$ cat src/rtl/cl_host_macros.svh
//----------------------------------------------------------
// Host control block constants
//----------------------------------------------------------
`ifndef CL_HOST_MACROS_SVH
`define CL_HOST_MACROS_SVH

// Word and link field widths
`define CL_DATA_W          32
`define CL_X_CORD_W        4
`define CL_Y_CORD_W        4
`define CL_EPA_W           20
`define CL_REG_IDX_W       4
`define CL_VIO_W           16

// Link flow control
`define CL_MAX_OUT_CREDITS 4
`define CL_CREDIT_W        3

// Identity words
`define CL_SH_ID0          32'hF000_1D0F
`define CL_SH_ID1          32'h1D51_FEDD

// Local register map
`define CL_REG_ID0         4'd0
`define CL_REG_ID1         4'd1
`define CL_REG_VDIP        4'd2
`define CL_REG_VLED        4'd3
`define CL_REG_CREDITS     4'd4

`endif

$ cat src/rtl/cl_host_pkg.sv
//----------------------------------------------------------
// Host control block types
//----------------------------------------------------------
`default_nettype none

`include "cl_host_macros.svh"

package cl_host_pkg;

  // AXI style response codes
  localparam logic [1:0] RESP_OKAY   = 2'b00;
  localparam logic [1:0] RESP_SLVERR = 2'b10;

  typedef logic [`CL_CREDIT_W-1:0] credit_t;

  typedef struct packed {
    logic                   write;
    logic [`CL_DATA_W-1:0]  addr;
    logic [`CL_DATA_W-1:0]  data;
    logic [3:0]             strb;
  } host_req_t;

  typedef struct packed {
    logic [`CL_DATA_W-1:0]  data;
    logic [1:0]             resp;
  } host_rsp_t;

  //----------------------------------------------------------
  // Host address word, register view and link view
  //----------------------------------------------------------
  typedef struct packed {
    logic                                 remote;
    logic [`CL_DATA_W-2-`CL_REG_IDX_W:0]  rsvd;
    logic [`CL_REG_IDX_W-1:0]             reg_idx;
  } host_addr_local_t;

  typedef struct packed {
    logic                                                         remote;
    logic [`CL_DATA_W-2-`CL_Y_CORD_W-`CL_X_CORD_W-`CL_EPA_W:0]    rsvd;
    logic [`CL_Y_CORD_W-1:0]                                      y;
    logic [`CL_X_CORD_W-1:0]                                      x;
    logic [`CL_EPA_W-1:0]                                         epa;
  } host_addr_remote_t;

  typedef union packed {
    host_addr_local_t   lcl;
    host_addr_remote_t  rmt;
  } host_addr_u;

  typedef struct packed {
    logic                     store;
    logic [`CL_X_CORD_W-1:0]  x;
    logic [`CL_Y_CORD_W-1:0]  y;
    logic [`CL_EPA_W-1:0]     epa;
    logic [`CL_DATA_W-1:0]    data;
    logic [3:0]               mask;
  } link_req_t;

  // Stores come back with zero data
  typedef struct packed {
    logic [`CL_DATA_W-1:0]    data;
  } link_rsp_t;

endpackage

`default_nettype wire

$ cat src/rtl/cl_host_top.sv
//----------------------------------------------------------
// Host control block top
//----------------------------------------------------------
`default_nettype none

`include "cl_host_macros.svh"

module cl_host_top
  import cl_host_pkg::*;
(
  input  logic                  clk_main_a0,
  input  logic                  rst_main_n_sync,

  input  host_req_t             host_req_i,
  input  logic                  host_req_valid_i,
  output logic                  host_req_ready_o,

  output host_rsp_t             host_rsp_o,
  output logic                  host_rsp_valid_o,
  input  logic                  host_rsp_ready_i,

  output link_req_t             link_req_o,
  output logic                  link_req_valid_o,
  input  logic                  link_req_ready_i,

  input  link_rsp_t             link_rsp_i,
  input  logic                  link_rsp_valid_i,

  input  logic [`CL_VIO_W-1:0]  sh_cl_status_vdip_i,
  output logic [`CL_VIO_W-1:0]  cl_sh_status_vled_o
);

  host_req_t  remote_req;
  logic       remote_valid;
  logic       remote_ready;
  host_req_t  local_req;
  logic       local_valid;
  host_rsp_t  local_rsp;
  logic       local_rsp_valid;
  credit_t    outstanding;
  credit_t    credits;
  logic       credit_return;
  logic       resp_empty;

  //----------------------------------------------------------
  // Decode
  //----------------------------------------------------------
  host_req_decode host_req_decode_inst (
    .clk_main_a0      (clk_main_a0),
    .rst_main_n_sync  (rst_main_n_sync),
    .host_req_i       (host_req_i),
    .host_req_valid_i (host_req_valid_i),
    .host_req_ready_o (host_req_ready_o),
    .remote_req_o     (remote_req),
    .remote_valid_o   (remote_valid),
    .remote_ready_i   (remote_ready),
    .local_req_o      (local_req),
    .local_valid_o    (local_valid),
    .outstanding_i    (outstanding),
    .resp_empty_i     (resp_empty)
  );

  //----------------------------------------------------------
  // Execute
  //----------------------------------------------------------
  status_regs status_regs_inst (
    .clk_main_a0         (clk_main_a0),
    .rst_main_n_sync     (rst_main_n_sync),
    .local_req_i         (local_req),
    .local_valid_i       (local_valid),
    .credits_i           (credits),
    .sh_cl_status_vdip_i (sh_cl_status_vdip_i),
    .cl_sh_status_vled_o (cl_sh_status_vled_o),
    .local_rsp_o         (local_rsp),
    .local_rsp_valid_o   (local_rsp_valid)
  );

  link_req_issue link_req_issue_inst (
    .clk_main_a0      (clk_main_a0),
    .rst_main_n_sync  (rst_main_n_sync),
    .remote_req_i     (remote_req),
    .remote_valid_i   (remote_valid),
    .remote_ready_o   (remote_ready),
    .link_req_o       (link_req_o),
    .link_req_valid_o (link_req_valid_o),
    .link_req_ready_i (link_req_ready_i),
    .credit_return_i  (credit_return),
    .outstanding_o    (outstanding),
    .credits_o        (credits)
  );

  //----------------------------------------------------------
  // Result
  //----------------------------------------------------------
  host_resp_return host_resp_return_inst (
    .clk_main_a0       (clk_main_a0),
    .rst_main_n_sync   (rst_main_n_sync),
    .local_rsp_i       (local_rsp),
    .local_rsp_valid_i (local_rsp_valid),
    .link_rsp_i        (link_rsp_i),
    .link_rsp_valid_i  (link_rsp_valid_i),
    .host_rsp_o        (host_rsp_o),
    .host_rsp_valid_o  (host_rsp_valid_o),
    .host_rsp_ready_i  (host_rsp_ready_i),
    .credit_return_o   (credit_return),
    .resp_empty_o      (resp_empty)
  );

endmodule

`default_nettype wire

$ cat src/rtl/host_req_decode.sv
//----------------------------------------------------------
// Host request decode
//----------------------------------------------------------
`default_nettype none

module host_req_decode
  import cl_host_pkg::*;
(
  input  logic       clk_main_a0,
  input  logic       rst_main_n_sync,

  input  host_req_t  host_req_i,
  input  logic       host_req_valid_i,
  output logic       host_req_ready_o,

  output host_req_t  remote_req_o,
  output logic       remote_valid_o,
  input  logic       remote_ready_i,

  output host_req_t  local_req_o,
  output logic       local_valid_o,

  input  credit_t    outstanding_i,
  input  logic       resp_empty_i
);

  host_addr_u  addr_view;
  logic        is_remote;
  logic        local_ok;

  assign addr_view = host_req_i.addr;
  assign is_remote = addr_view.rmt.remote;

  // Local answers are immediate, so wait until every older
  // link access has drained out of the response stage
  assign local_ok = (outstanding_i == '0) && resp_empty_i;

  //----------------------------------------------------------
  // Routing
  //----------------------------------------------------------
  assign remote_req_o   = host_req_i;
  assign remote_valid_o = host_req_valid_i && is_remote;

  assign local_req_o    = host_req_i;
  // One cycle strobe on acceptance
  assign local_valid_o  = host_req_valid_i && !is_remote && local_ok;

  assign host_req_ready_o = is_remote ? remote_ready_i : local_ok;

  // Exactly one destination per host request
  a_one_destination : assert property (
    @(posedge clk_main_a0) disable iff (!rst_main_n_sync)
    !(local_valid_o && remote_valid_o)
  );

endmodule

`default_nettype wire

$ cat src/rtl/host_resp_return.sv
//----------------------------------------------------------
// Host response return
//----------------------------------------------------------
`default_nettype none

`include "cl_host_macros.svh"

module host_resp_return
  import cl_host_pkg::*;
(
  input  logic       clk_main_a0,
  input  logic       rst_main_n_sync,

  input  host_rsp_t  local_rsp_i,
  input  logic       local_rsp_valid_i,

  input  link_rsp_t  link_rsp_i,
  input  logic       link_rsp_valid_i,

  output host_rsp_t  host_rsp_o,
  output logic       host_rsp_valid_o,
  input  logic       host_rsp_ready_i,

  output logic       credit_return_o,
  output logic       resp_empty_o
);

  // Depth is a power of two so the pointers wrap on their own
  localparam int DEPTH = `CL_MAX_OUT_CREDITS;
  localparam int PTR_W = $clog2(DEPTH);

  link_rsp_t         fifo_mem [DEPTH];
  logic [PTR_W-1:0]  wr_ptr_q;
  logic [PTR_W-1:0]  rd_ptr_q;
  credit_t           count_q;
  host_rsp_t         loc_rsp_q;
  logic              loc_valid_q;
  logic              fifo_empty;
  logic              fifo_full;
  logic              fifo_push;
  logic              fifo_pop;
  logic              loc_pop;

  assign fifo_empty = (count_q == '0);
  assign fifo_full  = (count_q == credit_t'(DEPTH));
  assign fifo_push  = link_rsp_valid_i;

  // A held local answer is always older than anything queued behind it
  assign loc_pop  = loc_valid_q && host_rsp_ready_i;
  assign fifo_pop = !loc_valid_q && !fifo_empty && host_rsp_ready_i;

  //----------------------------------------------------------
  // Link response FIFO
  //----------------------------------------------------------
  always_ff @(posedge clk_main_a0) begin
    if (fifo_push) begin
      fifo_mem[wr_ptr_q] <= link_rsp_i;
    end
  end

  always_ff @(posedge clk_main_a0) begin
    if (!rst_main_n_sync) begin
      wr_ptr_q <= '0;
      rd_ptr_q <= '0;
      count_q  <= '0;
    end else begin
      if (fifo_push) begin
        wr_ptr_q <= wr_ptr_q + PTR_W'(1);
      end
      if (fifo_pop) begin
        rd_ptr_q <= rd_ptr_q + PTR_W'(1);
      end
      case ({fifo_push, fifo_pop})
        2'b10:   count_q <= count_q + credit_t'(1);
        2'b01:   count_q <= count_q - credit_t'(1);
        default: count_q <= count_q;
      endcase
    end
  end

  //----------------------------------------------------------
  // Local response holding register
  //----------------------------------------------------------
  always_ff @(posedge clk_main_a0) begin
    if (local_rsp_valid_i) begin
      loc_rsp_q <= local_rsp_i;
    end
  end

  always_ff @(posedge clk_main_a0) begin
    if (!rst_main_n_sync) begin
      loc_valid_q <= 1'b0;
    end else if (local_rsp_valid_i) begin
      loc_valid_q <= 1'b1;
    end else if (loc_pop) begin
      loc_valid_q <= 1'b0;
    end
  end

  always_comb begin
    if (loc_valid_q) begin
      host_rsp_o = loc_rsp_q;
    end else begin
      host_rsp_o.data = fifo_mem[rd_ptr_q].data;
      host_rsp_o.resp = RESP_OKAY;
    end
  end

  assign host_rsp_valid_o = loc_valid_q || !fifo_empty;
  assign credit_return_o  = fifo_pop;
  assign resp_empty_o     = !loc_valid_q && fifo_empty;

  // Credit limit upstream keeps room for every link response
  a_fifo_no_overflow : assert property (
    @(posedge clk_main_a0) disable iff (!rst_main_n_sync)
    fifo_push |-> !fifo_full
  );

  // Decode never lets a second local access in behind a held one
  a_local_single : assert property (
    @(posedge clk_main_a0) disable iff (!rst_main_n_sync)
    local_rsp_valid_i |-> !loc_valid_q
  );

endmodule

`default_nettype wire

$ cat src/rtl/link_req_issue.sv
//----------------------------------------------------------
// Link request issue
//----------------------------------------------------------
`default_nettype none

`include "cl_host_macros.svh"

module link_req_issue
  import cl_host_pkg::*;
(
  input  logic       clk_main_a0,
  input  logic       rst_main_n_sync,

  input  host_req_t  remote_req_i,
  input  logic       remote_valid_i,
  output logic       remote_ready_o,

  output link_req_t  link_req_o,
  output logic       link_req_valid_o,
  input  logic       link_req_ready_i,

  input  logic       credit_return_i,
  output credit_t    outstanding_o,
  output credit_t    credits_o
);

  localparam credit_t MAX_CREDITS = credit_t'(`CL_MAX_OUT_CREDITS);

  host_addr_u  addr_view;
  link_req_t   link_req_q;
  logic        link_valid_q;
  credit_t     outstanding_q;
  logic        accept;

  assign addr_view = remote_req_i.addr;

  // Output slot must be free or draining, and a credit must be left
  assign remote_ready_o = (outstanding_q < MAX_CREDITS) && (!link_valid_q || link_req_ready_i);
  assign accept         = remote_valid_i && remote_ready_o;

  //----------------------------------------------------------
  // Packet register
  //----------------------------------------------------------
  always_ff @(posedge clk_main_a0) begin
    if (accept) begin
      link_req_q.store <= remote_req_i.write;
      link_req_q.x     <= addr_view.rmt.x;
      link_req_q.y     <= addr_view.rmt.y;
      link_req_q.epa   <= addr_view.rmt.epa;
      link_req_q.data  <= remote_req_i.data;
      link_req_q.mask  <= remote_req_i.strb;
    end
  end

  always_ff @(posedge clk_main_a0) begin
    if (!rst_main_n_sync) begin
      link_valid_q <= 1'b0;
    end else if (accept) begin
      link_valid_q <= 1'b1;
    end else if (link_req_ready_i) begin
      link_valid_q <= 1'b0;
    end
  end

  //----------------------------------------------------------
  // Outstanding credit counter
  //----------------------------------------------------------
  // Counted from acceptance so a packet still waiting here holds a credit
  always_ff @(posedge clk_main_a0) begin
    if (!rst_main_n_sync) begin
      outstanding_q <= '0;
    end else begin
      case ({accept, credit_return_i})
        2'b10:   outstanding_q <= outstanding_q + credit_t'(1);
        2'b01:   outstanding_q <= outstanding_q - credit_t'(1);
        default: outstanding_q <= outstanding_q;
      endcase
    end
  end

  assign link_req_o       = link_req_q;
  assign link_req_valid_o = link_valid_q;
  assign outstanding_o    = outstanding_q;
  assign credits_o        = MAX_CREDITS - outstanding_q;

  a_credit_limit : assert property (
    @(posedge clk_main_a0) disable iff (!rst_main_n_sync)
    outstanding_q <= MAX_CREDITS
  );

  // Response stage only frees credits that were taken
  a_no_spurious_return : assert property (
    @(posedge clk_main_a0) disable iff (!rst_main_n_sync)
    credit_return_i |-> (outstanding_q != '0)
  );

endmodule

`default_nettype wire

$ cat src/rtl/status_regs.sv
//----------------------------------------------------------
// Status register bank
//----------------------------------------------------------
`default_nettype none

`include "cl_host_macros.svh"

module status_regs
  import cl_host_pkg::*;
(
  input  logic                  clk_main_a0,
  input  logic                  rst_main_n_sync,

  input  host_req_t             local_req_i,
  input  logic                  local_valid_i,

  input  credit_t               credits_i,

  input  logic [`CL_VIO_W-1:0]  sh_cl_status_vdip_i,
  output logic [`CL_VIO_W-1:0]  cl_sh_status_vled_o,

  output host_rsp_t             local_rsp_o,
  output logic                  local_rsp_valid_o
);

  host_addr_u                 addr_view;
  logic [`CL_REG_IDX_W-1:0]   reg_idx;
  logic [`CL_VIO_W-1:0]       vdip_q;
  logic [`CL_VIO_W-1:0]       vdip_q2;
  logic [`CL_VIO_W-1:0]       vled_q;
  logic                       led_wr;

  assign addr_view = local_req_i.addr;
  assign reg_idx   = addr_view.lcl.reg_idx;
  assign led_wr    = local_valid_i && local_req_i.write && (reg_idx == `CL_REG_VLED);

  //----------------------------------------------------------
  // DIP synchronizer and LED register
  //----------------------------------------------------------
  always_ff @(posedge clk_main_a0) begin
    if (!rst_main_n_sync) begin
      vdip_q  <= '0;
      vdip_q2 <= '0;
      vled_q  <= '0;
    end else begin
      vdip_q  <= sh_cl_status_vdip_i;
      vdip_q2 <= vdip_q;
      // Only the low two byte lanes map onto the LEDs
      if (led_wr) begin
        if (local_req_i.strb[0]) begin
          vled_q[7:0] <= local_req_i.data[7:0];
        end
        if (local_req_i.strb[1]) begin
          vled_q[15:8] <= local_req_i.data[15:8];
        end
      end
    end
  end

  assign cl_sh_status_vled_o = vled_q;

  //----------------------------------------------------------
  // Read mux and response code
  //----------------------------------------------------------
  always_comb begin
    local_rsp_o.data = '0;
    local_rsp_o.resp = RESP_SLVERR;
    if (local_req_i.write) begin
      if (reg_idx == `CL_REG_VLED) begin
        local_rsp_o.resp = RESP_OKAY;
      end
    end else begin
      local_rsp_o.resp = RESP_OKAY;
      case (reg_idx)
        `CL_REG_ID0:     local_rsp_o.data = `CL_SH_ID0;
        `CL_REG_ID1:     local_rsp_o.data = `CL_SH_ID1;
        `CL_REG_VDIP:    local_rsp_o.data = `CL_DATA_W'(vdip_q2);
        `CL_REG_VLED:    local_rsp_o.data = `CL_DATA_W'(vled_q);
        `CL_REG_CREDITS: local_rsp_o.data = `CL_DATA_W'(credits_i);
        default:         local_rsp_o.resp = RESP_SLVERR;
      endcase
    end
  end

  // Captured by the response stage on this edge
  assign local_rsp_valid_o = local_valid_i;

endmodule

`default_nettype wire

$ cat config.mk
export PLATFORM = sky130hd
export DESIGN_NAME = cl_host_top
export DESIGN_NICKNAME = d
export VERILOG_FILES = /design/src/rtl/cl_host_pkg.sv /design/src/rtl/cl_host_top.sv /design/src/rtl/host_req_decode.sv /design/src/rtl/host_resp_return.sv /design/src/rtl/link_req_issue.sv /design/src/rtl/status_regs.sv
export VERILOG_INCLUDE_DIRS = /design/src /design/src/rtl
export SDC_FILE = /design/constraint.sdc
export NUM_CORES = 1
export LEC_CHECK = 0
export ABC_AREA = 0
export BUFFER_PORTS_ARGS = -buffer_cell sky130_fd_sc_hd__buf_2
export CORE_MARGIN = 4
export CORE_UTILIZATION = 60
export CTS_BUF_LIST = sky130_fd_sc_hd__clkbuf_4
export CTS_CLUSTER_SIZE = 25
export DETAILED_ROUTE_END_ITERATION = 16
export HOLD_SLACK_MARGIN = 0.05
export PLACE_DENSITY = 0.88
export RECOVER_POWER = 25
export SKIP_CTS_REPAIR_TIMING = 1
export SLEW_MARGIN = 5
export SYNTH_ARGS = -nofsm -noshare
export SYNTH_HDL_FRONTEND = slang
export SYNTH_SLANG_ARGS = --single-unit
$ cat constraint.sdc
create_clock -name clk_main_a0 -period 4.81 [get_ports clk_main_a0]
set_input_delay 0.481 -clock clk_main_a0 [delete_from_list [all_inputs] [get_ports clk_main_a0]]
set_output_delay 0.481 -clock clk_main_a0 [all_outputs]
set_load 0.1 [all_outputs]
==> results.md, run 1 <==
- Status: finished clean
- Share of cells above drive strength 1: 35.7%
- # placed instances: 1032
- M1 GR Usage: between 20% and 30%
- Setup_tns: 0 ns
- Initial DRC Count: 477
- Antenna-violating nets left: 0
- Unrepaired setup endpoints after global routing: false
- Gr usage total: 23.4%
- Fill count: 957
- Seq cells post-synth: 275
- Die X: 139 um
- FMAX: approximately 0.29 GHz
- HP Class: input port to flip-flop
- First-pass GRT wire length: ~35000 um
- Routed WL: about 26000 um
- Power per cell area: 550 mW/mm^2
- Syn_nets: 730
- Synth Cell Area: 0.0103 sq mm
- Fin. max-slew vios: 0
- Fraction of registers with async set/reset: 0%
- Synth top area share: between 60% and 70%
- Clock skew: 0.0599 ns
- Hold_ws: between 0.06 and 0.07 ns
- Post-synth cell types: 46
- Grt ovf: 0
- Core area: 0.0167 sq mm
- Initial antenna violation count: 1
- # rows: 47
- Clock buffer count from CTS: just under 70
- Critical Path AT: 3.00 ns
- Vias: 6710
- Top post-synthesis cells by area: edfxtp_1, dfxtp_1, mux4_2
- HPWL Detailed: between 15000 and 20000 um
- Drt first pass iters: 5
- Most frequent cells in the layout: edfxtp_1, buf_2, clkbuf_4
- GRT Max-Usage Layer: met2
- Setup CP Type: flip-flop to output port
- Clk buf depth: 3
- Worst-path clk slew: 0.07 ns
- Met2 usage: between 30% and 40%
- Final Critical Period: 3.48 ns
- TritonCTS Sinks: 275
- Leakage power: 5.08 nW
- Syn. warnings: 0
- Non-Filler Instances: around 1200
- Largest net degree at the start of global routing: 79
- Clock root buffer: clkbuf_4
- Post-synth EDFFs: 213
- Number of setup violations in the final report: 0
- Syn Area/Cell: about 17 sq um
- VDD IR-drop max: ~0.66 mV
- Io pins: 241
- Top_reg_cell synth: edfxtp_1
- DR vias/cell: 5.40
- Area grow syn2layout: 29.6%
- Die ar.: 0.0193 sq mm
- Register area share after synthesis: between 70 and 80%
- CTS tree: done
- Critical Path Sink Type: output port
- Worst rel slew slack: 8.68%
- Period utilization: 72.4%
- Level count of the clock H-tree: 3
- Number of global-route vias before repair: 6413
- CP startpoint kind: flip-flop
- Endpoints failing hold: 0
- Cell depth of the worst flop-to-flop path: 7
- GPL Wtd Cong: 0.839
- Clock latency at the later pin of the worst-skew pair: around 0.65 ns
- Hold depth: 2
- Routed len/inst: roughly 21 um
- Area leader, netlist: edfxtp_1
- Die height: 139 um
- Crit path max fanout: 25
- Initial Utilization: roughly three fifths
- Max Cap Violations: 0
- Slew @ Worst Pin: 1.37 ns
- PortBufs: between 200 and 250
- Critical path required time: 4.33 ns
- DRC Markers: 0
- Commonest non-fill, non-tap cell in the layout: edfxtp_1
- Global-route track usage on met3: ~6.1%
- Cells after synthesis: 596
- # nets final: around 1100
-- stage by stage --
stage | setup slack, ns | power [W] | cell area, sq um | utilization, %
6_report | 1.33 | 0.00732 | 13300 | 79.7
5_1_grt | 1.06 | 0.00762 | 13300 | 79.7
4_1_cts | 1.21 | 0.00728 | 12400 | 74.5
3_5_place_dp | 1.92 | 0.00541 | 11600 | 69.5
3_3_place_gp | 1.94 | 0.00536 | 11600 | 69.5
2_1_floorplan | 1.27 | 0.00501 | 10300 | -
-- where the power goes --
| part | total, W | switching, W | leakage [nW] | internal, W |
|---|---|---|---|---|
| registers | 0.00294 | 0.000169 | 2.48 | 0.00277 |
| logic | 0.00249 | 0.00189 | 2.09 | 0.000595 |
| clock network | 0.00189 | 0.000892 | 0.512 | 0.000999 |
-- layer usage --
layer  vias up  share of wire, %
met1      3302                36
li1       3030                 -
met2       322                54
met5         -                 0
met3        56               6.8
met4         0               3.2
-- critical path, stage by stage, from the launching register on --
cell and delay (ns):
dfxtp_2 0.92, buf_4 0.35, mux4_2 0.51, mux2_2 0.29
buf_2 0.30
-- layout make-up --
class	count	area [sq um]	share of cell area (%)
Multi-Input combinational cell	265	2340	17.6
Inverter	28	105	0.790
Clock inverter	12	46.3	0.348
Clock buffer	106	796	5.98
Tap cell	220	275	2.07
Sequential cell	275	7640	57.4
Timing Repair Buffer	336	2100	15.8
Antenna cell	1	2.50	0.0188
-- registers in the layout, summed over array words and instances (netlist names), named ones only --
name,count
host_resp_return_inst.count_q,3
link_req_issue_inst.link_req_valid_o,1
host_resp_return_inst.loc_valid_q,1
host_resp_return_inst.wr_ptr_q,2
link_req_issue_inst.link_req_o,65
host_resp_return_inst.rd_ptr_q,2
status_regs_inst.vdip_q2,16
status_regs_inst.vdip_q,16
status_regs_inst.cl_sh_status_vled_o,16
host_resp_return_inst.fifo_mem,128
host_resp_return_inst.loc_rsp_q,20
link_req_issue_inst.outstanding_o,3
-- final timing paths --
path	startpoint	end	slack [ns]
max	flip-flop	host_rsp_o[16]	1.33
min	sh_cl_status_vdip_i[1]	status_regs_inst.vdip_q[1]$_SDFF_PN0_	0.06
max reg2reg	link_req_issue_inst.outstanding_o[0]$_SDFFE_PN0P_	link_req_issue_inst.link_req_o[41]$_DFFE_PP_	1.83
min reg2reg	status_regs_inst.vdip_q[2]$_SDFF_PN0_	status_regs_inst.vdip_q2[2]$_SDFF_PN0_	0.42
-- kinds of logic after synthesis --
kind of cell,Yosys count,synth area share [%]
muxes,57,9.67
xor gates and xnor gates,6,0.512
DFF,275,74.4
and+or+nand+nor,127,7.56
buffers and inverters,56,2.80
AOI/OAI and AO/OA,63,3.52
adders and majority gates,11,1.49
other,1,0.0365
-- synth_stat cells, drive strengths merged, types with 2 or more instances --
master	n
xor2	3
nor2b	10
nor3b	2
inv	28
a21boi	3
a311oi	7
nand2b	3
mux4	32
dlygate4sd1	2
clkbuf	11
dfxtp	62
xnor2	3
o21ai	32
mux2i	8
nand2	25
a21oi	15
buf	15
or3	3
fa	2
nand3b	3
and2	47
nor3	2
mux2	17
nand3	16
edfxtp	213
nor2	7
a211oi	2
ha	9
nand4	4
Note: power is estimated with default switching activity, not from simulation.
==> run 2, diff against run 1 <==
Settings changed: CORE_UTILIZATION 60 to 50, PLACE_DENSITY 0.88 to 0.78.
Clock period 4.81 ns to 3.2 ns, I/O delays scaled along.
==> run 2 against run 1 <==
Net effect: utilization fell by 12 points; via count decreased by 0.15%; non-clock buffer count rose by 18; global-route usage down 3.1 points; sequential power rose by 47%; cell area up 3.0%; combinational power rose by 56%; clock power increased by 64%; clock skew shrank 0.019 ns; largest cell class unchanged.
==> results.md, run 2 (synthesized netlist as in run 1, its figures left out) <==
- Top reg by flops: host_resp_return_inst.fifo_mem
- Initial antenna violation count: 2 (+1)
- # rows: 52 (+11%)
- Worst-path clk slew: 0.07 ns (about the same)
- Area grow syn2layout: 33.5%
- Level count of the clock H-tree: 3 (unchanged)
- Die height: 151 um (+9.0%)
- Number of setup violations in the final report: 0 (unchanged)
- Final Critical Period: 2.74 ns
- Clock buffer count from CTS: 71 (+4.4%)
- Io pins: 241 (unchanged)
- Clock network power share: 27.4% (+1.6 points)
- Commonest non-fill, non-tap cell in the layout: edfxtp_1
- Share of cells above drive strength 1: 36.8% (+1.1 points)
- Die ar.: 0.0229 sq mm (+19%)
- Gate power share: 34.3% (+0.3 points)
- WHS Endpoint: link_req_issue_inst.link_req_valid_o$_SDFFE_PN0P_
- Reg-to-Reg Start: link_req_issue_inst.outstanding_o[0]$_SDFFE_PN0P_
- First-pass GRT wire length: 34600 um (-0.55%)
- Number of global-route vias before repair: 6219 (-3.0%)
- Period utilization: 85.8%
- Crit path max fanout: 17 (-32%)
- Hold_ws: 0.0721 ns (+0.00974 ns)
- Net switching power figure: 0.00447 W (+52%)
- Hold depth: 4 (+2)
- Flop pwr share: 38.2% (-2.0 points)
- Worst hold start: host_req_valid_i
- Slew @ Worst Pin: 1.46 ns (+0.0910 ns)
- Routed WL: 25200 um (-1.7%)
- Initial Utilization: 50.7% (-11 points)
- Largest net degree at the start of global routing: 79 (unchanged)
- Fill count: 1394 (+46%)
- Cell breakdown of the critical path: buf_12 -> mux4_2 -> mux2_2 -> buf_2
- Clk buf depth: 3 (unchanged)
- Setup CP Type: flip-flop to output port
- Antenna-violating nets left: 0 (unchanged)
- Most frequent cells in the layout: edfxtp_1, buf_2, clkbuf_4
- Worst rel slew slack: 2.61% (-6.1 points)
- Sw frac: 39.6% (-0.75 points)
- Cell depth of the worst flop-to-flop path: 11 (+4)
- Routed len/inst: 19.1 um (-7.7%)
- Clock root buffer: clkbuf_4
- Register Area: 0.00764 sq mm (about the same)
- Design Power: 0.0113 W (+54%)
- DR vias/cell: 5.06 (-6.2%)
- FMAX: ~0.36 GHz
- CTS tree: done
- CP max-delay cell: dfxtp_2
- Clock latency at the later pin of the worst-skew pair: 0.67 ns (+0.02 ns)
- HP Class: input port to flip-flop
- Core area: 0.0202 sq mm (+21%)
- FF-to-FF End: link_req_issue_inst.outstanding_o[2]$_SDFFE_PN0P_
- Flip-flop count of the largest register after layout: 128 (unchanged)
- Die X: 151 um (+9.0%)
- GPL Wtd Cong: 0.899 (+7.1%)
- Initial DRC Count: 385 (-19%)
- Multi-input gate area: 0.00234 sq mm (+0.21%)
- VDD IR-drop max: 0.875 mV (+32%)
- Critical Path AT: 2.42 ns (-0.58 ns)
- Gr usage total: 20.3% (-3.1 points)
- Worst path max stage delay: 0.65 ns (-0.27 ns)
- Setup_tns: 0 ns (unchanged)
- Drt first pass iters: 5 (unchanged)
- Reg2Reg Setup Slack: 0.66 ns (-1.17 ns)
- Leakage power: 5.25 nW (+3.3%)
- Power per cell area: 824 mW/mm^2 (+50%)
- Int Pwr: 0.00683 W (+56%)
- Vias: 6700 (-0.15%)
- Fin. max-slew vios: 0 (unchanged)
- Critical Path Sink Type: output port
- Unrepaired setup endpoints after global routing: false
- TritonCTS Sinks: 275 (unchanged)
- Grt ovf: 0 (unchanged)
- Status: finished clean
- Clock skew: 0.0414 ns (-0.0185 ns)
- HPWL Detailed: 15600 um (+0.86%)
- CP startpoint kind: flip-flop
- Critical path required time: 2.88 ns (-1.45 ns)
- DRC Markers: 0 (unchanged)
- Max Cap Violations: 0 (unchanged)
- Endpoints failing hold: 0 (unchanged)
- # nets final: 1129 (+1.9%)
- PortBufs: 236 (unchanged)
[run 2: worst max path at each step]
stage | slack, ns | end | startpoint | cells past startpoint
final | 0.46 | host_rsp_o[16] | flip-flop | 4
after global routing | 0.33 | host_rsp_o[16] | flip-flop | 4
after CTS | 0.36 | host_rsp_o[16] | flip-flop | 4
after detailed placement | 0.73 | link_req_issue_inst.outstanding_o[2]$_SDFFE_PN0P_ | link_req_issue_inst.outstanding_o[0]$_SDFFE_PN0P_ | 11
after global placement | 0.79 | link_req_issue_inst.outstanding_o[2]$_SDFFE_PN0P_ | link_req_issue_inst.outstanding_o[0]$_SDFFE_PN0P_ | 11
after floorplan | 0.22 | link_req_issue_inst.link_req_o[0]$_DFFE_PP_ | link_req_issue_inst.outstanding_o[0]$_SDFFE_PN0P_ | 6
[run 2: worst max-delay path: cells and delay by family (launching register included)]
kind | cells | cell delay [ns]
flip-flops | 1 | 0.65
buffers and inverters | 2 | 0.53
multiplexers | 2 | 0.60
[run 2: stage by stage]
stage | util, % | instance area (sq um) | setup slack (ns) | std cells
6_report | 67.7 | 13700 | 0.456 | 1323
5_1_grt | 67.7 | 13700 | 0.329 | 1323
4_1_cts | 62.4 | 12600 | 0.360 | 1208
3_5_place_dp | 57.7 | 11700 | 0.726 | 1079
3_3_place_gp | 57.7 | 11700 | 0.790 | 1079
2_1_floorplan | - | 10300 | 0.220 | 596
[run 2: metal layers]
metal | up-vias | wire [um] | global-route usage [%] | part of all wire (%)
met5 | - | 0 | 0 | 0
met4 | 0 | 641 | 8.57 | 2.5
met3 | 66 | 1690 | 5.03 | 6.7
met2 | 279 | 13100 | 34.0 | 52
met1 | 3269 | 9760 | 25.3 | 39
li1 | 3086 | - | - | -
[run 2: power by group through the flow]
stage	clock network [W]	logic, W	registers [W]
after CTS	0.00317	0.00379	0.00432
after global placement	0	0.00374	0.00439
after detailed placement	0	0.00378	0.00440
after floorplan	0	0.00269	0.00485
after global routing	0.00339	0.00406	0.00435
final	0.00310	0.00388	0.00432
[run 2: cell type report]
cell class | instances | area share, %
antenna | 2 | 0.0365
tap | 270 | 2.46
clock inverter | 12 | 0.529
multi-input combinational | 265 | 17.1
sequential | 275 | 55.8
timing repair buffer | 354 | 16.9
inverter | 28 | 0.767
clock buffer | 117 | 6.41
==> run 3, diff against run 2 <==
Settings changed: CELL_PAD_IN_SITES_DETAIL_PLACEMENT set to 0, CELL_PAD_IN_SITES_GLOBAL_PLACEMENT set to 2, CORE_UTILIZATION 50 to 35, PLACE_DENSITY 0.78 to not set, PLACE_DENSITY_LB_ADDON set to 0.1.
==> run 3 against run 2 <==
Net effect: non-clock buffer count increased by 4; power shrank 1.3%; clock power shrank 5%; first-iteration DRC count decreased by 41%; combinational power is essentially flat; final cell count grew 8.5%; count of clock-buffer cells in the layout shrank 17; fmax shrank 5.3%; die area is 40% higher; sequential cell count is the same; largest cell class unchanged; largest power group unchanged.
==> results.md, run 3 (synthesized netlist as in run 1, its figures left out) <==
- Top reg by flops: host_resp_return_inst.fifo_mem
- WHS Endpoint: host_resp_return_inst.wr_ptr_q[1]$_SDFFE_PN0P_
- Number of global-route vias before repair: 6501 (+4.5%)
- Commonest non-fill, non-tap cell in the layout: edfxtp_1
- Flip-flop count of the largest register after layout: 128 (unchanged)
- Clk buf depth: 3 (unchanged)
- Critical Path AT: 2.58 ns (+0.16 ns)
- Initial Utilization: 35.7% (-15 points)
- FMAX: 0.345 GHz (-5.3%)
- PortBufs: 236 (unchanged)
- # nets final: 1136 (+0.62%)
- Worst rel slew slack: 3.57% (+0.96 points)
- Share of cells above drive strength 1: 35.6% (-1.2 points)
- Number of setup violations in the final report: 0 (unchanged)
- Most frequent cells in the layout: edfxtp_1, buf_2, dlygate4sd3_1
- Multi-input gate area: 0.00234 sq mm (unchanged)
- Clock network power share: 26.4% (-1.0 points)
- Unrepaired setup endpoints after global routing: false
- CP startpoint kind: flip-flop
- Slew @ Worst Pin: 1.45 ns (-0.0143 ns)
- Largest net degree at the start of global routing: 44 (-44%)
- Die height: 179 um (+18%)
- Leakage power: 5.21 nW (-0.72%)
- DRC Markers: 0 (unchanged)
- Io pins: 241 (unchanged)
- Fin. max-slew vios: 0 (unchanged)
- Reg2Reg Setup Slack: 0.69 ns (+0.03 ns)
- Vias: 6407 (-4.4%)
- Grt ovf: 0 (unchanged)
- Status: finished clean
- Worst path max stage delay: 0.53 ns (-0.12 ns)
- VDD IR-drop max: 0.759 mV (-13%)
- Setup_tns: 0 ns (unchanged)
- DR vias/cell: 4.46 (-12%)
- Die X: 179 um (+18%)
- Final Cell Area: 0.0138 sq mm (+0.84%)
- Routed WL: 25200 um (about the same)
- Clock buffer count from CTS: 74 (+4.2%)
- # rows: 62 (+19%)
- Hold depth: 3 (-1)
- HP Class: input port to flip-flop
- Design Power: 0.0111 W (-1.3%)
- Clock latency at the later pin of the worst-skew pair: 0.65 ns (-0.02 ns)
- Sw frac: 39.8% (+0.25 points)
- Reg-to-Reg Start: link_req_issue_inst.outstanding_o[0]$_SDFFE_PN0P_
- Register Area: 0.00764 sq mm (unchanged)
- FF-to-FF End: link_req_issue_inst.outstanding_o[2]$_SDFFE_PN0P_
- Cell breakdown of the critical path: buf_12 -> mux4_2 -> mux2_2 -> buf_2
- HPWL Detailed: 16700 um (+7.5%)
- Initial antenna violation count: 3 (+1)
- Clock root buffer: clkbuf_4
- Setup CP Type: flip-flop to output port
- Die ar.: 0.0321 sq mm (+40%)
- Int Pwr: 0.00671 W (-1.7%)
- Cell depth of the worst flop-to-flop path: 11 (unchanged)
- Final Critical Period: 2.90 ns (+0.154 ns)
- Max Cap Violations: 0 (unchanged)
- Worst hold start: link_rsp_valid_i
- Clock skew: 0.0473 ns (+0.00594 ns)
- Initial DRC Count: 227 (-41%)
- CP max-delay cell: dfxtp_2
- Period utilization: 90.6% (+4.8 points)
- Power per cell area: 807 mW/mm^2 (-2.1%)
- Endpoints failing hold: 0 (unchanged)
- Placement Cell Area: 0.0118 sq mm (+1.4%)
- First-pass GRT wire length: 36700 um (+6.0%)
- CTS tree: done
- Gate power share: 34.8% (+0.5 points)
- Area grow syn2layout: 34.7%
- Net switching power figure: 0.00444 W (-0.70%)
- Drt first pass iters: 4 (-1)
- Routed len/inst: 17.6 um (-7.8%)
- Gr usage total: 15.2% (-5.1 points)
- Flop pwr share: 38.8% (+0.6 points)
- TritonCTS Sinks: 275 (unchanged)
- Critical path required time: 2.88 ns (about the same)
- Fill count: 2605 (+87%)
- Level count of the clock H-tree: 3 (unchanged)
- Core area: 0.0288 sq mm (+42%)
- Worst-path clk slew: 0.06 ns (about the same)
- Antenna-violating nets left: 0 (unchanged)
- Critical Path Sink Type: output port
- Crit path max fanout: 25 (+8)
- GPL Wtd Cong: 0.714 (-21%)
==> run 3: cell types whose count changed in the layout (fill, tap and decap cells not counted), sizes merged <==
cell	previous run	this run
diode	2	4
dlygate4sd3	113	114
clkinv	9	17
clkbuf	161	144
bufinv	1	2
clkinvlp	0	1
buf	197	200
==> run 3: layer usage <==
| metal | wire length (um) | GRT usage, % |
|---|---|---|
| met4 | 465 | 5.43 |
| met2 | 13300 | 26.8 |
| met3 | 1420 | 4.39 |
| met5 | 0 | 0 |
| met1 | 10000 | 17.7 |
==> run 3: worst max-delay path by stage <==
stage,start,to,cells after the start
final,flip-flop,host_rsp_o[6],4
after global routing,flip-flop,host_rsp_o[6],4
after CTS,flip-flop,host_rsp_o[6],4
after detailed placement,link_req_issue_inst.outstanding_o[0]$_SDFFE_PN0P_,link_req_issue_inst.outstanding_o[2]$_SDFFE_PN0P_,11
after global placement,link_req_issue_inst.outstanding_o[0]$_SDFFE_PN0P_,link_req_issue_inst.outstanding_o[2]$_SDFFE_PN0P_,11
after floorplan,link_req_issue_inst.outstanding_o[0]$_SDFFE_PN0P_,link_req_issue_inst.link_req_o[0]$_DFFE_PP_,6
==> run 3: stage by stage <==
step           std cells  setup slack [ns]  hold slack (ns)  utilization, %
6_report            1436             0.301           0.0615            48.0
5_1_grt             1436             0.105           0.0637            48.0
4_1_cts             1318             0.156           -0.245            44.2
3_5_place_dp        1196             0.720            0.421            41.1
3_3_place_gp        1196             0.762            0.420            41.1
2_1_floorplan        596             0.220            0.412               -
==> run 3: cell type report <==
cell class,count,share of cell area (%)
repair buffers,358,17.0
inverters,28,0.760
multi-input cells,265,17.0
diodes,4,0.0724
flip-flops and latches,275,55.3
well taps,384,3.48
clock inverters,22,1.01
clock buffers,100,5.43
==> run 3: critical path, delay by kind of cell (launching register included) <==
| family | cells | cell delay (ns) |
|---|---|---|
| buf+inv | 2 | 0.59 |
| flops | 1 | 0.53 |
| mux | 2 | 0.83 |
==> run 3: power by group through the flow <==
stage	clock network, W	logic, W	registers, W
finish	0.00294	0.00388	0.00432
global placement	0	0.00379	0.00440
detailed placement	0	0.00383	0.00441
CTS	0.00308	0.00384	0.00434
floorplan	0	0.00269	0.00485
global route	0.00330	0.00408	0.00436
